===== src/source/accel_pkg.sv =====
package accel_pkg;

	// clk cycles per SCK half period, any value from 2 up works
	localparam logic [11:0] spi_half_clk = 12'd4;
	localparam logic [4:0] frame_bits = 5'd16;

	// host register map
	localparam logic [3:0] reg_ctrl = 4'd0;
	localparam logic [3:0] reg_cfg_addr = 4'd1;
	localparam logic [3:0] reg_cfg_data = 4'd2;
	localparam logic [3:0] reg_status = 4'd3;
	localparam logic [3:0] reg_x_l = 4'd4;
	localparam logic [3:0] reg_x_h = 4'd5;
	localparam logic [3:0] reg_y_l = 4'd6;
	localparam logic [3:0] reg_y_h = 4'd7;
	localparam logic [3:0] reg_z_l = 4'd8;
	localparam logic [3:0] reg_z_h = 4'd9;

	localparam int unsigned ctrl_start_bit = 0;
	localparam int unsigned ctrl_cfg_en_bit = 1;
	localparam int unsigned status_busy_bit = 0;
	localparam int unsigned status_valid_bit = 1;

	// sensor address of X high, the other five data bytes follow it
	localparam logic [6:0] accel_data_base = 7'h3B;

	localparam logic [1:0] seq_idle = 2'd0;
	localparam logic [1:0] seq_issue = 2'd1;
	localparam logic [1:0] seq_wait = 2'd2;
	localparam logic [1:0] seq_finish = 2'd3;

	typedef struct packed {
		logic [7:0] hi;
		logic [7:0] lo;
	} axis_bytes_t;

	typedef union packed {
		axis_bytes_t b;
		logic signed [15:0] s;
	} axis_sample_u;

endpackage


===== src/source/spi_accel_master.sv =====
`timescale 1ns/1ps

module spi_accel_master (
	input logic clk,
	input logic rst,
	input logic frame_start,
	input logic frame_rd,
	input logic [6:0] frame_addr,
	input logic [7:0] frame_wr_data,
	output logic frame_busy,
	output logic frame_done,
	output logic [7:0] frame_rd_data,
	output logic spi_ss,
	output logic spi_sck,
	output logic spi_mosi,
	input logic spi_miso
);

	logic [11:0] half_cnt;
	logic [4:0] bit_cnt;
	logic [15:0] tx_shift;
	logic rd_q;
	logic half_end;
	logic load;
	logic rise_edge;
	logic fall_edge;
	logic frame_end;

	assign half_end = (half_cnt == accel_pkg::spi_half_clk - 12'd1);
	assign load = frame_start && !frame_busy;

	// SCK toggles at the end of each half period, the frame closes after
	// the high half that follows the last rising edge
	assign rise_edge = frame_busy && half_end && !spi_sck;
	assign frame_end = frame_busy && half_end && spi_sck && (bit_cnt == accel_pkg::frame_bits);
	assign fall_edge = frame_busy && half_end && spi_sck && (bit_cnt != accel_pkg::frame_bits);

	always_ff @(posedge clk) begin
		if (rst) begin
			half_cnt <= '0;
			bit_cnt <= '0;
			frame_busy <= 1'b0;
			frame_done <= 1'b0;
			spi_ss <= 1'b1;
			spi_sck <= 1'b1;
			spi_mosi <= 1'b0;
		end else begin
			frame_done <= 1'b0;
			if (load) begin
				frame_busy <= 1'b1;
				spi_ss <= 1'b0;
				half_cnt <= '0;
				bit_cnt <= '0;
			end else if (frame_busy) begin
				if (half_end) begin
					half_cnt <= '0;
				end else begin
					half_cnt <= half_cnt + 12'd1;
				end
			end
			if (rise_edge) begin
				spi_sck <= 1'b1;
				bit_cnt <= bit_cnt + 5'd1;
			end
			if (fall_edge) begin
				spi_sck <= 1'b0;
				spi_mosi <= tx_shift[15];
			end
			if (frame_end) begin
				spi_ss <= 1'b1;
				spi_mosi <= 1'b0;
				frame_busy <= 1'b0;
				frame_done <= 1'b1;
			end
		end
	end

	// R/W flag, address and data go out MSB first
	always_ff @(posedge clk) begin
		if (load) begin
			tx_shift <= {frame_rd, frame_addr, frame_wr_data};
			rd_q <= frame_rd;
		end else if (fall_edge) begin
			tx_shift <= {tx_shift[14:0], 1'b0};
		end
		// data bits arrive on rising edges 8 through 15
		if (rise_edge && rd_q && bit_cnt[3]) begin
			frame_rd_data <= {frame_rd_data[6:0], spi_miso};
		end
	end

	// SCK only runs inside a frame
	assert property (@(posedge clk) disable iff (rst) spi_ss |-> spi_sck);

	// the sequencer waits for an idle engine before starting a frame
	assert property (@(posedge clk) disable iff (rst) frame_start |-> !frame_busy);

endmodule


===== src/source/accel_sequencer.sv =====
`timescale 1ns/1ps

module accel_sequencer (
	input logic clk,
	input logic rst,
	input logic meas_start,
	input logic cfg_en,
	input logic [6:0] cfg_addr,
	input logic [7:0] cfg_data,
	output logic seq_busy,
	output logic meas_done,
	output accel_pkg::axis_sample_u sample_x,
	output accel_pkg::axis_sample_u sample_y,
	output accel_pkg::axis_sample_u sample_z,
	output logic frame_start,
	output logic frame_rd,
	output logic [6:0] frame_addr,
	output logic [7:0] frame_wr_data,
	input logic frame_busy,
	input logic frame_done,
	input logic [7:0] frame_rd_data
);

	logic [1:0] state;
	logic [2:0] rd_idx;
	logic cfg_phase;

	always_ff @(posedge clk) begin
		if (rst) begin
			state <= accel_pkg::seq_idle;
			rd_idx <= '0;
			cfg_phase <= 1'b0;
			seq_busy <= 1'b0;
			meas_done <= 1'b0;
			frame_start <= 1'b0;
			frame_rd <= 1'b0;
			frame_addr <= '0;
			frame_wr_data <= '0;
			sample_x.s <= 16'sd0;
			sample_y.s <= 16'sd0;
			sample_z.s <= 16'sd0;
		end else begin
			frame_start <= 1'b0;
			meas_done <= 1'b0;
			case (state)
				accel_pkg::seq_idle: begin
					if (meas_start) begin
						seq_busy <= 1'b1;
						cfg_phase <= cfg_en;
						rd_idx <= '0;
						state <= accel_pkg::seq_issue;
					end
				end
				accel_pkg::seq_issue: begin
					if (!frame_busy) begin
						frame_start <= 1'b1;
						if (cfg_phase) begin
							frame_rd <= 1'b0;
							frame_addr <= cfg_addr;
							frame_wr_data <= cfg_data;
						end else begin
							frame_rd <= 1'b1;
							frame_addr <= accel_pkg::accel_data_base + {4'b0, rd_idx};
							frame_wr_data <= '0;
						end
						state <= accel_pkg::seq_wait;
					end
				end
				accel_pkg::seq_wait: begin
					if (frame_done && cfg_phase) begin
						cfg_phase <= 1'b0;
						state <= accel_pkg::seq_issue;
					end else if (frame_done) begin
						// even index is the high byte of an axis
						case (rd_idx[2:1])
							2'd0: begin
								if (rd_idx[0]) sample_x.b.lo <= frame_rd_data;
								else sample_x.b.hi <= frame_rd_data;
							end
							2'd1: begin
								if (rd_idx[0]) sample_y.b.lo <= frame_rd_data;
								else sample_y.b.hi <= frame_rd_data;
							end
							default: begin
								if (rd_idx[0]) sample_z.b.lo <= frame_rd_data;
								else sample_z.b.hi <= frame_rd_data;
							end
						endcase
						if (rd_idx == 3'd5) begin
							meas_done <= 1'b1;
							state <= accel_pkg::seq_finish;
						end else begin
							rd_idx <= rd_idx + 3'd1;
							state <= accel_pkg::seq_issue;
						end
					end
				end
				default: begin
					seq_busy <= 1'b0;
					state <= accel_pkg::seq_idle;
				end
			endcase
		end
	end

	// samples are handed over while the measurement still counts as running
	assert property (@(posedge clk) disable iff (rst) meas_done |-> seq_busy);

endmodule


===== src/source/accel_regs.sv =====
`timescale 1ns/1ps

module accel_regs (
	input logic clk,
	input logic rst,
	input logic host_wr,
	input logic [3:0] host_addr,
	input logic [7:0] host_wr_data,
	output logic [7:0] host_rd_data,
	output logic meas_start,
	output logic cfg_en,
	output logic [6:0] cfg_addr,
	output logic [7:0] cfg_data,
	input logic seq_busy,
	input logic meas_done,
	input accel_pkg::axis_sample_u sample_x,
	input accel_pkg::axis_sample_u sample_y,
	input accel_pkg::axis_sample_u sample_z
);

	logic ctrl_wr;
	logic cfg_en_q;
	logic valid_q;
	logic [7:0] ctrl_word;
	logic [7:0] status_word;
	accel_pkg::axis_sample_u x_q;
	accel_pkg::axis_sample_u y_q;
	accel_pkg::axis_sample_u z_q;

	assign ctrl_wr = host_wr && (host_addr == accel_pkg::reg_ctrl);
	assign meas_start = ctrl_wr && host_wr_data[accel_pkg::ctrl_start_bit] && !seq_busy;

	// a CTRL write that starts a run also picks its config mode
	assign cfg_en = ctrl_wr ? host_wr_data[accel_pkg::ctrl_cfg_en_bit] : cfg_en_q;

	always_ff @(posedge clk) begin
		if (rst) begin
			cfg_en_q <= 1'b0;
			cfg_addr <= '0;
			cfg_data <= '0;
			valid_q <= 1'b0;
			x_q.s <= 16'sd0;
			y_q.s <= 16'sd0;
			z_q.s <= 16'sd0;
		end else begin
			if (ctrl_wr) cfg_en_q <= host_wr_data[accel_pkg::ctrl_cfg_en_bit];
			if (host_wr && host_addr == accel_pkg::reg_cfg_addr) cfg_addr <= host_wr_data[6:0];
			if (host_wr && host_addr == accel_pkg::reg_cfg_data) cfg_data <= host_wr_data;
			if (meas_done) begin
				valid_q <= 1'b1;
				x_q <= sample_x;
				y_q <= sample_y;
				z_q <= sample_z;
			end else if (meas_start) begin
				valid_q <= 1'b0;
			end
		end
	end

	// start is a pulse and always reads back as zero
	always_comb begin
		ctrl_word = '0;
		ctrl_word[accel_pkg::ctrl_cfg_en_bit] = cfg_en_q;
		status_word = '0;
		status_word[accel_pkg::status_busy_bit] = seq_busy;
		status_word[accel_pkg::status_valid_bit] = valid_q;
	end

	always_comb begin
		case (host_addr)
			accel_pkg::reg_ctrl: host_rd_data = ctrl_word;
			accel_pkg::reg_cfg_addr: host_rd_data = {1'b0, cfg_addr};
			accel_pkg::reg_cfg_data: host_rd_data = cfg_data;
			accel_pkg::reg_status: host_rd_data = status_word;
			accel_pkg::reg_x_l: host_rd_data = x_q.b.lo;
			accel_pkg::reg_x_h: host_rd_data = x_q.b.hi;
			accel_pkg::reg_y_l: host_rd_data = y_q.b.lo;
			accel_pkg::reg_y_h: host_rd_data = y_q.b.hi;
			accel_pkg::reg_z_l: host_rd_data = z_q.b.lo;
			accel_pkg::reg_z_h: host_rd_data = z_q.b.hi;
			default: host_rd_data = 8'h00;
		endcase
	end

endmodule


===== src/source/accel_spi_top.sv =====
`timescale 1ns/1ps

module accel_spi_top (
	input logic clk,
	input logic rst,
	input logic host_wr,
	input logic [3:0] host_addr,
	input logic [7:0] host_wr_data,
	output logic [7:0] host_rd_data,
	output logic spi_ss,
	output logic spi_sck,
	output logic spi_mosi,
	input logic spi_miso
);

	logic meas_start;
	logic meas_done;
	logic cfg_en;
	logic [6:0] cfg_addr;
	logic [7:0] cfg_data;
	logic seq_busy;
	accel_pkg::axis_sample_u sample_x;
	accel_pkg::axis_sample_u sample_y;
	accel_pkg::axis_sample_u sample_z;
	logic frame_start;
	logic frame_rd;
	logic [6:0] frame_addr;
	logic [7:0] frame_wr_data;
	logic frame_busy;
	logic frame_done;
	logic [7:0] frame_rd_data;

	accel_regs u_regs (
		.clk(clk),
		.rst(rst),
		.host_wr(host_wr),
		.host_addr(host_addr),
		.host_wr_data(host_wr_data),
		.host_rd_data(host_rd_data),
		.meas_start(meas_start),
		.cfg_en(cfg_en),
		.cfg_addr(cfg_addr),
		.cfg_data(cfg_data),
		.seq_busy(seq_busy),
		.meas_done(meas_done),
		.sample_x(sample_x),
		.sample_y(sample_y),
		.sample_z(sample_z)
	);

	accel_sequencer u_seq (
		.clk(clk),
		.rst(rst),
		.meas_start(meas_start),
		.cfg_en(cfg_en),
		.cfg_addr(cfg_addr),
		.cfg_data(cfg_data),
		.seq_busy(seq_busy),
		.meas_done(meas_done),
		.sample_x(sample_x),
		.sample_y(sample_y),
		.sample_z(sample_z),
		.frame_start(frame_start),
		.frame_rd(frame_rd),
		.frame_addr(frame_addr),
		.frame_wr_data(frame_wr_data),
		.frame_busy(frame_busy),
		.frame_done(frame_done),
		.frame_rd_data(frame_rd_data)
	);

	spi_accel_master u_spi (
		.clk(clk),
		.rst(rst),
		.frame_start(frame_start),
		.frame_rd(frame_rd),
		.frame_addr(frame_addr),
		.frame_wr_data(frame_wr_data),
		.frame_busy(frame_busy),
		.frame_done(frame_done),
		.frame_rd_data(frame_rd_data),
		.spi_ss(spi_ss),
		.spi_sck(spi_sck),
		.spi_mosi(spi_mosi),
		.spi_miso(spi_miso)
	);

endmodule


===== config.mk =====
export PLATFORM = sky130hd
export DESIGN_NAME = accel_spi_top
export DESIGN_NICKNAME = d
export VERILOG_FILES = /design/src/source/accel_pkg.sv /design/src/source/spi_accel_master.sv /design/src/source/accel_sequencer.sv /design/src/source/accel_regs.sv /design/src/source/accel_spi_top.sv
export SDC_FILE = /design/constraint.sdc
export NUM_CORES = 1
export LEC_CHECK = 0
export ABC_AREA = 1
export ABC_CLOCK_PERIOD_IN_PS = 3020
export BUFFER_PORTS_ARGS = -buffer_cell sky130_fd_sc_hd__buf_2
export CELL_PAD_IN_SITES_DETAIL_PLACEMENT = 1
export CELL_PAD_IN_SITES_GLOBAL_PLACEMENT = 1
export CORE_MARGIN = 2
export CORE_UTILIZATION = 51
export CTS_BUF_LIST = sky130_fd_sc_hd__clkbuf_2 sky130_fd_sc_hd__clkbuf_4 sky130_fd_sc_hd__clkbuf_8
export CTS_CLUSTER_DIAMETER = 30
export DETAILED_ROUTE_END_ITERATION = 8
export PLACE_DENSITY = 0.89
export SYNTH_ARGS = -nofsm -noshare
export SYNTH_HDL_FRONTEND = slang
export SYNTH_SLANG_ARGS = --single-unit

===== constraint.sdc =====
create_clock -name clk -period 3.02 [get_ports clk]
set_input_delay 0.151 -clock clk [delete_from_list [all_inputs] [get_ports clk]]
set_output_delay 0.151 -clock clk [all_outputs]
set_load 0.01 [all_outputs]

==> results.toml, run 1 <==
[yosys]
synth_area_um2 = 7690
synth_cells = 1010
synth.avg_cell_area_um2 = 7.62
yosys_warnings = 0
ys_types = 36
synth_top_cell_area_share = 0.416
synth_seq_area_share = 0.514
synth_top_area_cell = "dfxtp_1"
synth.area.top_cells = "dfxtp_1 (42%), nor2_1 (12%), edfxtp_1 (9.8%)"
synth-seq-cells = 185
syn-num-nets = 1036

[timing]
fin_skew_ns = 0.0147
maxSlewViolCount = 0
worstMarginPinSlew_ns = 0.913
min_period_over_period = 0.698
fin_setup_tns_ns = 0
setup_ws_ns = 0.911
grt_setup_unrepaired = "false"
hold_viol = 0
slew_headroom = 0.391
period_minus_slack_ns = 2.11
finalSetupViolCount = 0
fmax_mhz = 474

[cells_and_area]
final_common_cell = "nor2_1"
final_core_util = 0.576
final_cell_mix = "nor2_1 (241), nand2_1 (177), dfxtp_1 (160), o21ai_0 (119), nand3_1 (55)"
instances_no_fill = 1229
drive_above_1_share = 0.103
n_antenna_cell = 0
nets = 1058
area_delta_synth_final_pct = 9.68

[worst_setup_path]
r2r_cells = 5
crit_path_start = "u_spi.half_cnt[0]"
path_depth = 5
critPathTopFamily = "simple AND/OR/NAND/NOR gates"
r2r_slack_ns = 0.91
crit_path_top_delay_cell = "nor2_1"
cp-endpoint = "u_spi.frame_rd_data[5]"
path_common_cell = "nand3_1"
r2r-end = "u_spi.frame_rd_data[5]"
crit_type = "reg2reg"
crit_fanout = 8
max_stage_delay_ns = 0.68
arrival_ns = 2.24
path_cells = "ha_1 -> nand3_1 -> inv_1 -> nand3_1 -> nor2_1"
start_kind = "flip-flop"
required_ns = 3.15
crit_buf_inv = 1
r2r_start = "u_spi.half_cnt[0]"
endpoint_kind = "flip-flop"

[pwr]
pwr-share-seq = 0.533
p_per_area_nw_per_um2 = 596
swShare = 0.278
power_frac_comb = 0.113
peakVddDrop_mv = 0.393
p_sw_w = 0.00140
clkPwrFrac = 0.354
cellLeakagePower_nw = 3.62
intPower_w = 0.00363

[placement]
gp_congestion = 0.810
port_buffers = 26
dp_hpwl_um = 14900
place_worst_setup_slack_ns = 0.935
placedCellCount = 1188

[route]
wl_per_cell_um = 18.3
ant_nets = 0
vias = 6928
dr.pass1.iters = 5
viasPerCell = 5.64
drc = 0
drt-initial-drc-count = 492
wirelength_um = 22500

[clock_tree]
post-cts-setup-buffers = 0
cts-root-buf = "clkbuf_8"
cts.sinks = 185
clk_pin_slew_worst_paths_ns = 0.10
cts_tree = "built"
cts_max_level = 4
insertion_delay_ns = 0.50
cts-resized-gates = 0
clock_path_buffers = 2
cts_made_buffers = 17

[grt]
grt_overflow = 0
grt_pass1_wl_um = 36300
grt_pass1_vias = 7043
grtUsageTotal = 0.288
grt_max_degree = 108
grt_antenna_before_repair = 0

[min_path]
hp-class = "in2reg"

[floorplan]
start_util = 0.525
io_pins = 27
core_area_um2 = 14600
die_width_um = 127
die-area_um2 = 16100
die_y_um = 127
row_count = 44

[run_status]
status = "finished, final reports clean"

[flow_run]
maxCapViolCount = 0
-- kinds of logic after synthesis --
logic type | Yosys count | share of synthesized area
compound gates | 183 | 0.121
xor+xnor | 5 | 0.00569
fa+ha+maj | 10 | 0.0163
buf+inv | 100 | 0.0524
flops | 185 | 0.514
simple gates | 527 | 0.291
-- synth_stat cells --
master,n
o22ai_1,3
or2_2,1
nor2_1,241
buf_4,3
xor2_1,4
inv_1,49
and3_1,1
clkbuf_1,25
buf_2,7
o21ai_1,4
o21bai_1,1
ha_1,10
dfxtp_1,160
a21oi_1,51
nand2_2,8
nand4_1,10
a31oi_1,3
inv_2,13
o21ai_0,119
nor2_2,10
nor4_1,2
a22oi_1,1
o211ai_1,1
nor3_1,7
buf_6,1
nor2_4,8
nand3b_1,1
clkinv_1,1
edfxtp_1,25
and3b_1,1
nand3_1,55
xnor2_1,1
buf_1,1
nand3_2,4
nor3_2,1
nand2_1,177
-- registers in the layout, summed over array words and instances (netlist names), 5 cells and up --
| register | cells |
|---|---|
| u_regs.cfg_addr | 7 |
| u_regs.cfg_data | 8 |
| u_regs.x_q | 16 |
| u_regs.y_q | 16 |
| u_regs.z_q | 16 |
| u_seq.frame_addr | 7 |
| u_seq.frame_wr_data | 8 |
| u_seq.sample_x | 16 |
| u_seq.sample_y | 16 |
| u_seq.sample_z | 16 |
| u_spi.bit_cnt | 5 |
| u_spi.frame_rd_data | 8 |
| u_spi.half_cnt | 12 |
| u_spi.tx_shift | 16 |
-- per-stage QoR --
stage	instance area, µm²	hold WS (ns)	power, W
4_1_cts	8440	0.0310	0.00503
6_report	8440	0.0448	0.00503
3_5_place_dp	7920	0.352	0.00327
5_1_grt	8440	0.0787	0.00520
3_3_place_gp	7920	0.355	0.00324
2_1_floorplan	7690	0.235	0.00312
-- repair_timing --
action,in CTS,in global routing
endpoints found under the setup margin,0,0
hold endpoints to repair,15,0
hold buffers,9,0
-- final cells by class --
type	instances	area, µm²
Clock buffer	19	255
Clock inverter	13	168
Fill cell	1896	6210
Inverter	63	236
Multi-Input combinational cell	725	3340
Sequential cell	185	3950
Tap cell	184	230
Timing Repair Buffer	40	258
-- power by group through the flow --
stage | registers [W] | clock network (W) | logic (W)
global placement | 0.00273 | 0 | 0.000512
CTS | 0.00268 | 0.00179 | 0.000565
finish | 0.00268 | 0.00178 | 0.000566
global route | 0.00269 | 0.00187 | 0.000639
floorplan | 0.00271 | 0 | 0.000409
detailed placement | 0.00273 | 0 | 0.000537
-- per-layer routing --
layer  share of wire  up-vias  wire, µm  global-route usage
met5               0        -         0                   0
met4           0.031        0       706               0.124
met3           0.037       49       828              0.0434
met2            0.50      155     11400               0.510
met1            0.43     3393      9610               0.348
li1                -     3331         -                   -
-- worst min path at each step --
| stage | startpoint | endpoint | slack, ns | cells past startpoint |
|---|---|---|---|---|
| 3_5_place_dp | spi_miso | u_spi.frame_rd_data[0] | 0.35 | 1 |
| 5_1_grt | host_wr | u_regs.cfg_addr[4] | 0.08 | 3 |
| 3_3_place_gp | spi_miso | u_spi.frame_rd_data[0] | 0.36 | 1 |
| 4_1_cts | host_wr | u_regs.cfg_data[2] | 0.03 | 3 |
| 6_report | host_wr | u_regs.cfg_addr[1] | 0.04 | 3 |
| 2_1_floorplan | rst | u_seq.frame_start | 0.24 | 1 |
-- worst register-to-register path: stages (launching register included) --
cell     delay [ns]
dfxtp_1        0.38
ha_1           0.20
nand3_1        0.15
inv_1          0.10
nand3_1        0.24
nor2_1         0.68
No activity file was read; power rests on OpenSTA's default activity.
==> inputs of run 2 (changes only) <==
Settings changed: ABC_AREA 1 to 0, ABC_CLOCK_PERIOD_IN_PS 3020 to 2160, CORE_UTILIZATION 51 to 50, PLACE_DENSITY 0.89 to 0.83.
Clock period 3.02 ns to 2.16 ns, I/O delays scaled along.
==> run 2 against run 1 <==
Non-clock buffer count up 23. Sequential share of layout area down 2.6 points. Critical endpoint is now u_seq.sample_x[14]. Core utilization down 0.90 points. Sequential power up 38%. Highest routed layer unchanged. Worst hold slack better by 0.093 ns.
==> results.toml, run 2 <==
[run_status]
status = "finished, final reports clean"

[placement]
dp_hpwl_um = 14300
gp_congestion = 0.874
port_buffers = 26
placedCellCount = 1059

[min_path]
min_to = "u_regs.cfg_addr[1]"
hp-class = "in2reg"
min-delay-start = "host_wr"
min_path_cells = 4

[yosys]
async_flop_share = 0
syn-num-nets = 871
synth_commonest_cells = "dfxtp_1 (160), nor2_1 (116), mux2i_1 (109)"
synth_cells = 845
synth_enable_flop_cells = 25
synth_seq_area_share = 0.495
synth_top_cell_area_share = 0.401
synth-seq-cells = 185
ys_types = 71
yosys_warnings = 0
yosysMostFrequentCell = "dfxtp_1"
synth.avg_cell_area_um2 = 9.46
synth_top_area_cell = "dfxtp_1"
yosys_most_used_dff = "dfxtp_1"
synth.area.top_cells = "dfxtp_1 (40%), mux2i_1 (14%), edfxtp_1 (9.4%)"
synth_area_um2 = 7990

[grt]
grt_overflow = 0
grtUsageTotal = 0.256
grt_max_degree = 88
grt_pass1_vias = 6457
grt_antenna_before_repair = 0
grt_pass1_wl_um = 33600

[clock_tree]
cts.sinks = 185
insertion_delay_ns = 0.48
cts_tree = "built"
cts-resized-gates = 0
post-cts-setup-buffers = 0
cts-root-buf = "clkbuf_8"
clk_pin_slew_worst_paths_ns = 0.10
cts_max_level = 4
clock_path_buffers = 2
cts_made_buffers = 17

[worst_setup_path]
crit_fanout = 8
arrival_ns = 2.44
start_kind = "flip-flop"
r2r_cells = 7
endpoint_kind = "flip-flop"
r2r_slack_ns = 0.08
r2r-end = "u_seq.sample_x[14]"
crit_type = "reg2reg"
required_ns = 2.52
r2r_start = "u_seq.state[0]"

[cells_and_area]
final_core_util = 0.567
final_cell_mix = "dfxtp_1 (158), nor2_1 (116), mux2i_1 (109), nand2_1 (99), nand3_1 (45)"
nets = 898
drive_above_1_share = 0.142
instances_no_fill = 1101
n_antenna_cell = 0
area_delta_synth_final_pct = 11.9
final_common_cell = "dfxtp_1"

[pwr]
p_per_area_nw_per_um2 = 771
cellLeakagePower_nw = 3.44
power_w = 0.00690
peakVddDrop_mv = 0.398

[route]
drt-initial-drc-count = 319
drc = 0
ant_nets = 0
wirelength_um = 20900
wl_per_cell_um = 19.0
dr.pass1.iters = 5
viasPerCell = 5.66
vias = 6232

[floorplan]
start_util = 0.507
die_y_um = 130
die_width_um = 130
row_count = 46
die-area_um2 = 17000
io_pins = 27
core_area_um2 = 15800

[timing]
hold_viol = 0
finalSetupViolCount = 0
maxSlewViolCount = 0
fmax_mhz = 481
worstMarginPinSlew_ns = 0.658
slew_headroom = 0.561
fin_skew_ns = 0.0115
min_period_over_period = 0.963
grt_setup_unrepaired = "true"
period_minus_slack_ns = 2.08

[flow_run]
maxCapViolCount = 0
==> run 2: cell types whose count changed in the layout (fill, tap and decap cells not counted), moves of 8 or more <==
cell and change:
o21ai_0 -102, inv_1 -37, nor2b_1 +14, inv_2 -13, nand3_1 -10, nand2_1 -78
buf_4 +20, nor2_1 -125, nor2_4 -8, nand2b_1 +9, mux2i_1 +109, a21oi_1 -10
==> run 2: stage by stage <==
step                setup TNS [ns]  worst slack (ns)  hold slack [ns]  area [µm²]
CTS                              0            0.0969            0.121        8940
detailed placement               0             0.131            0.298        8430
finish                           0            0.0792            0.138        8940
floorplan                        0           0.00832            0.207        8020
global route             -0.000316         -0.000316            0.129        8940
global placement                 0             0.156            0.300        8430
==> run 2: what timing repair did <==
action | 4_1_cts | 5_1_grt
hold buffers | 10 | 0
hold endpoints to repair | 21 | 0
setup endpoints to repair | 0 | 1
==> run 2: worst max path at each step <==
| stage | startpoint | end | slack [ns] | cells after the start |
|---|---|---|---|---|
| floorplan | u_spi.half_cnt[1] | u_spi.tx_shift[0] | 0.008 | 5 |
| global placement | u_spi.half_cnt[1] | u_spi.tx_shift[6] | 0.16 | 6 |
| detailed placement | u_spi.half_cnt[1] | u_spi.tx_shift[5] | 0.13 | 6 |
| CTS | u_seq.state[0] | u_seq.sample_x[14] | 0.1 | 7 |
| global route | u_seq.state[0] | u_seq.sample_x[14] | -0.0003 | 7 |
| finish | u_seq.state[0] | u_seq.sample_x[14] | 0.08 | 7 |
==> run 2: cell type report <==
class / count / area [µm²]
Fill cell: 1824 / 6830
Inverter: 13 / 48.8
Sequential cell: 185 / 3960
Timing Repair Buffer: 63 / 473
Clock buffer: 19 / 249
Tap cell: 216 / 270
Multi-Input combinational cell: 592 / 3780
Clock inverter: 13 / 169
==> run 2: critical path, cell delays in order (launching register included) <==
cell and delay [ns]:
dfxtp_1 0.35, inv_1 0.12, ha_1 0.20, nor4bb_1 0.32
buf_4 0.20, nand3_2 0.35, mux2i_1 0.36, nor2_1 0.06
==> run 2: kinds of logic after synthesis <==
logic type | after synthesis | synth area share
AND/OR/NAND/NOR | 356 | 0.216
flip-flops | 185 | 0.495
multiplexers | 112 | 0.141
AO/OA/AOI/OAI | 103 | 0.0837
buffers and inverters | 68 | 0.0368
XOR/XNOR | 11 | 0.0121
adder cells (fa/ha/maj) | 10 | 0.0157
==> run 2: power by group <==
part,switching [W],leakage [nW],internal [W],total [W]
sequential,0.0000636,1.52,0.00363,0.00370
combinational,0.000489,1.72,0.000266,0.000755
clock,0.00126,0.205,0.00118,0.00244
==> run 2: layer usage <==
layer | track usage | vias up | wire length [µm]
met5 | 0 | - | 0
met4 | 0.0995 | 0 | 591
met3 | 0.0586 | 50 | 762
met2 | 0.449 | 117 | 10600
met1 | 0.308 | 3094 | 8880
li1 | - | 2971 | -
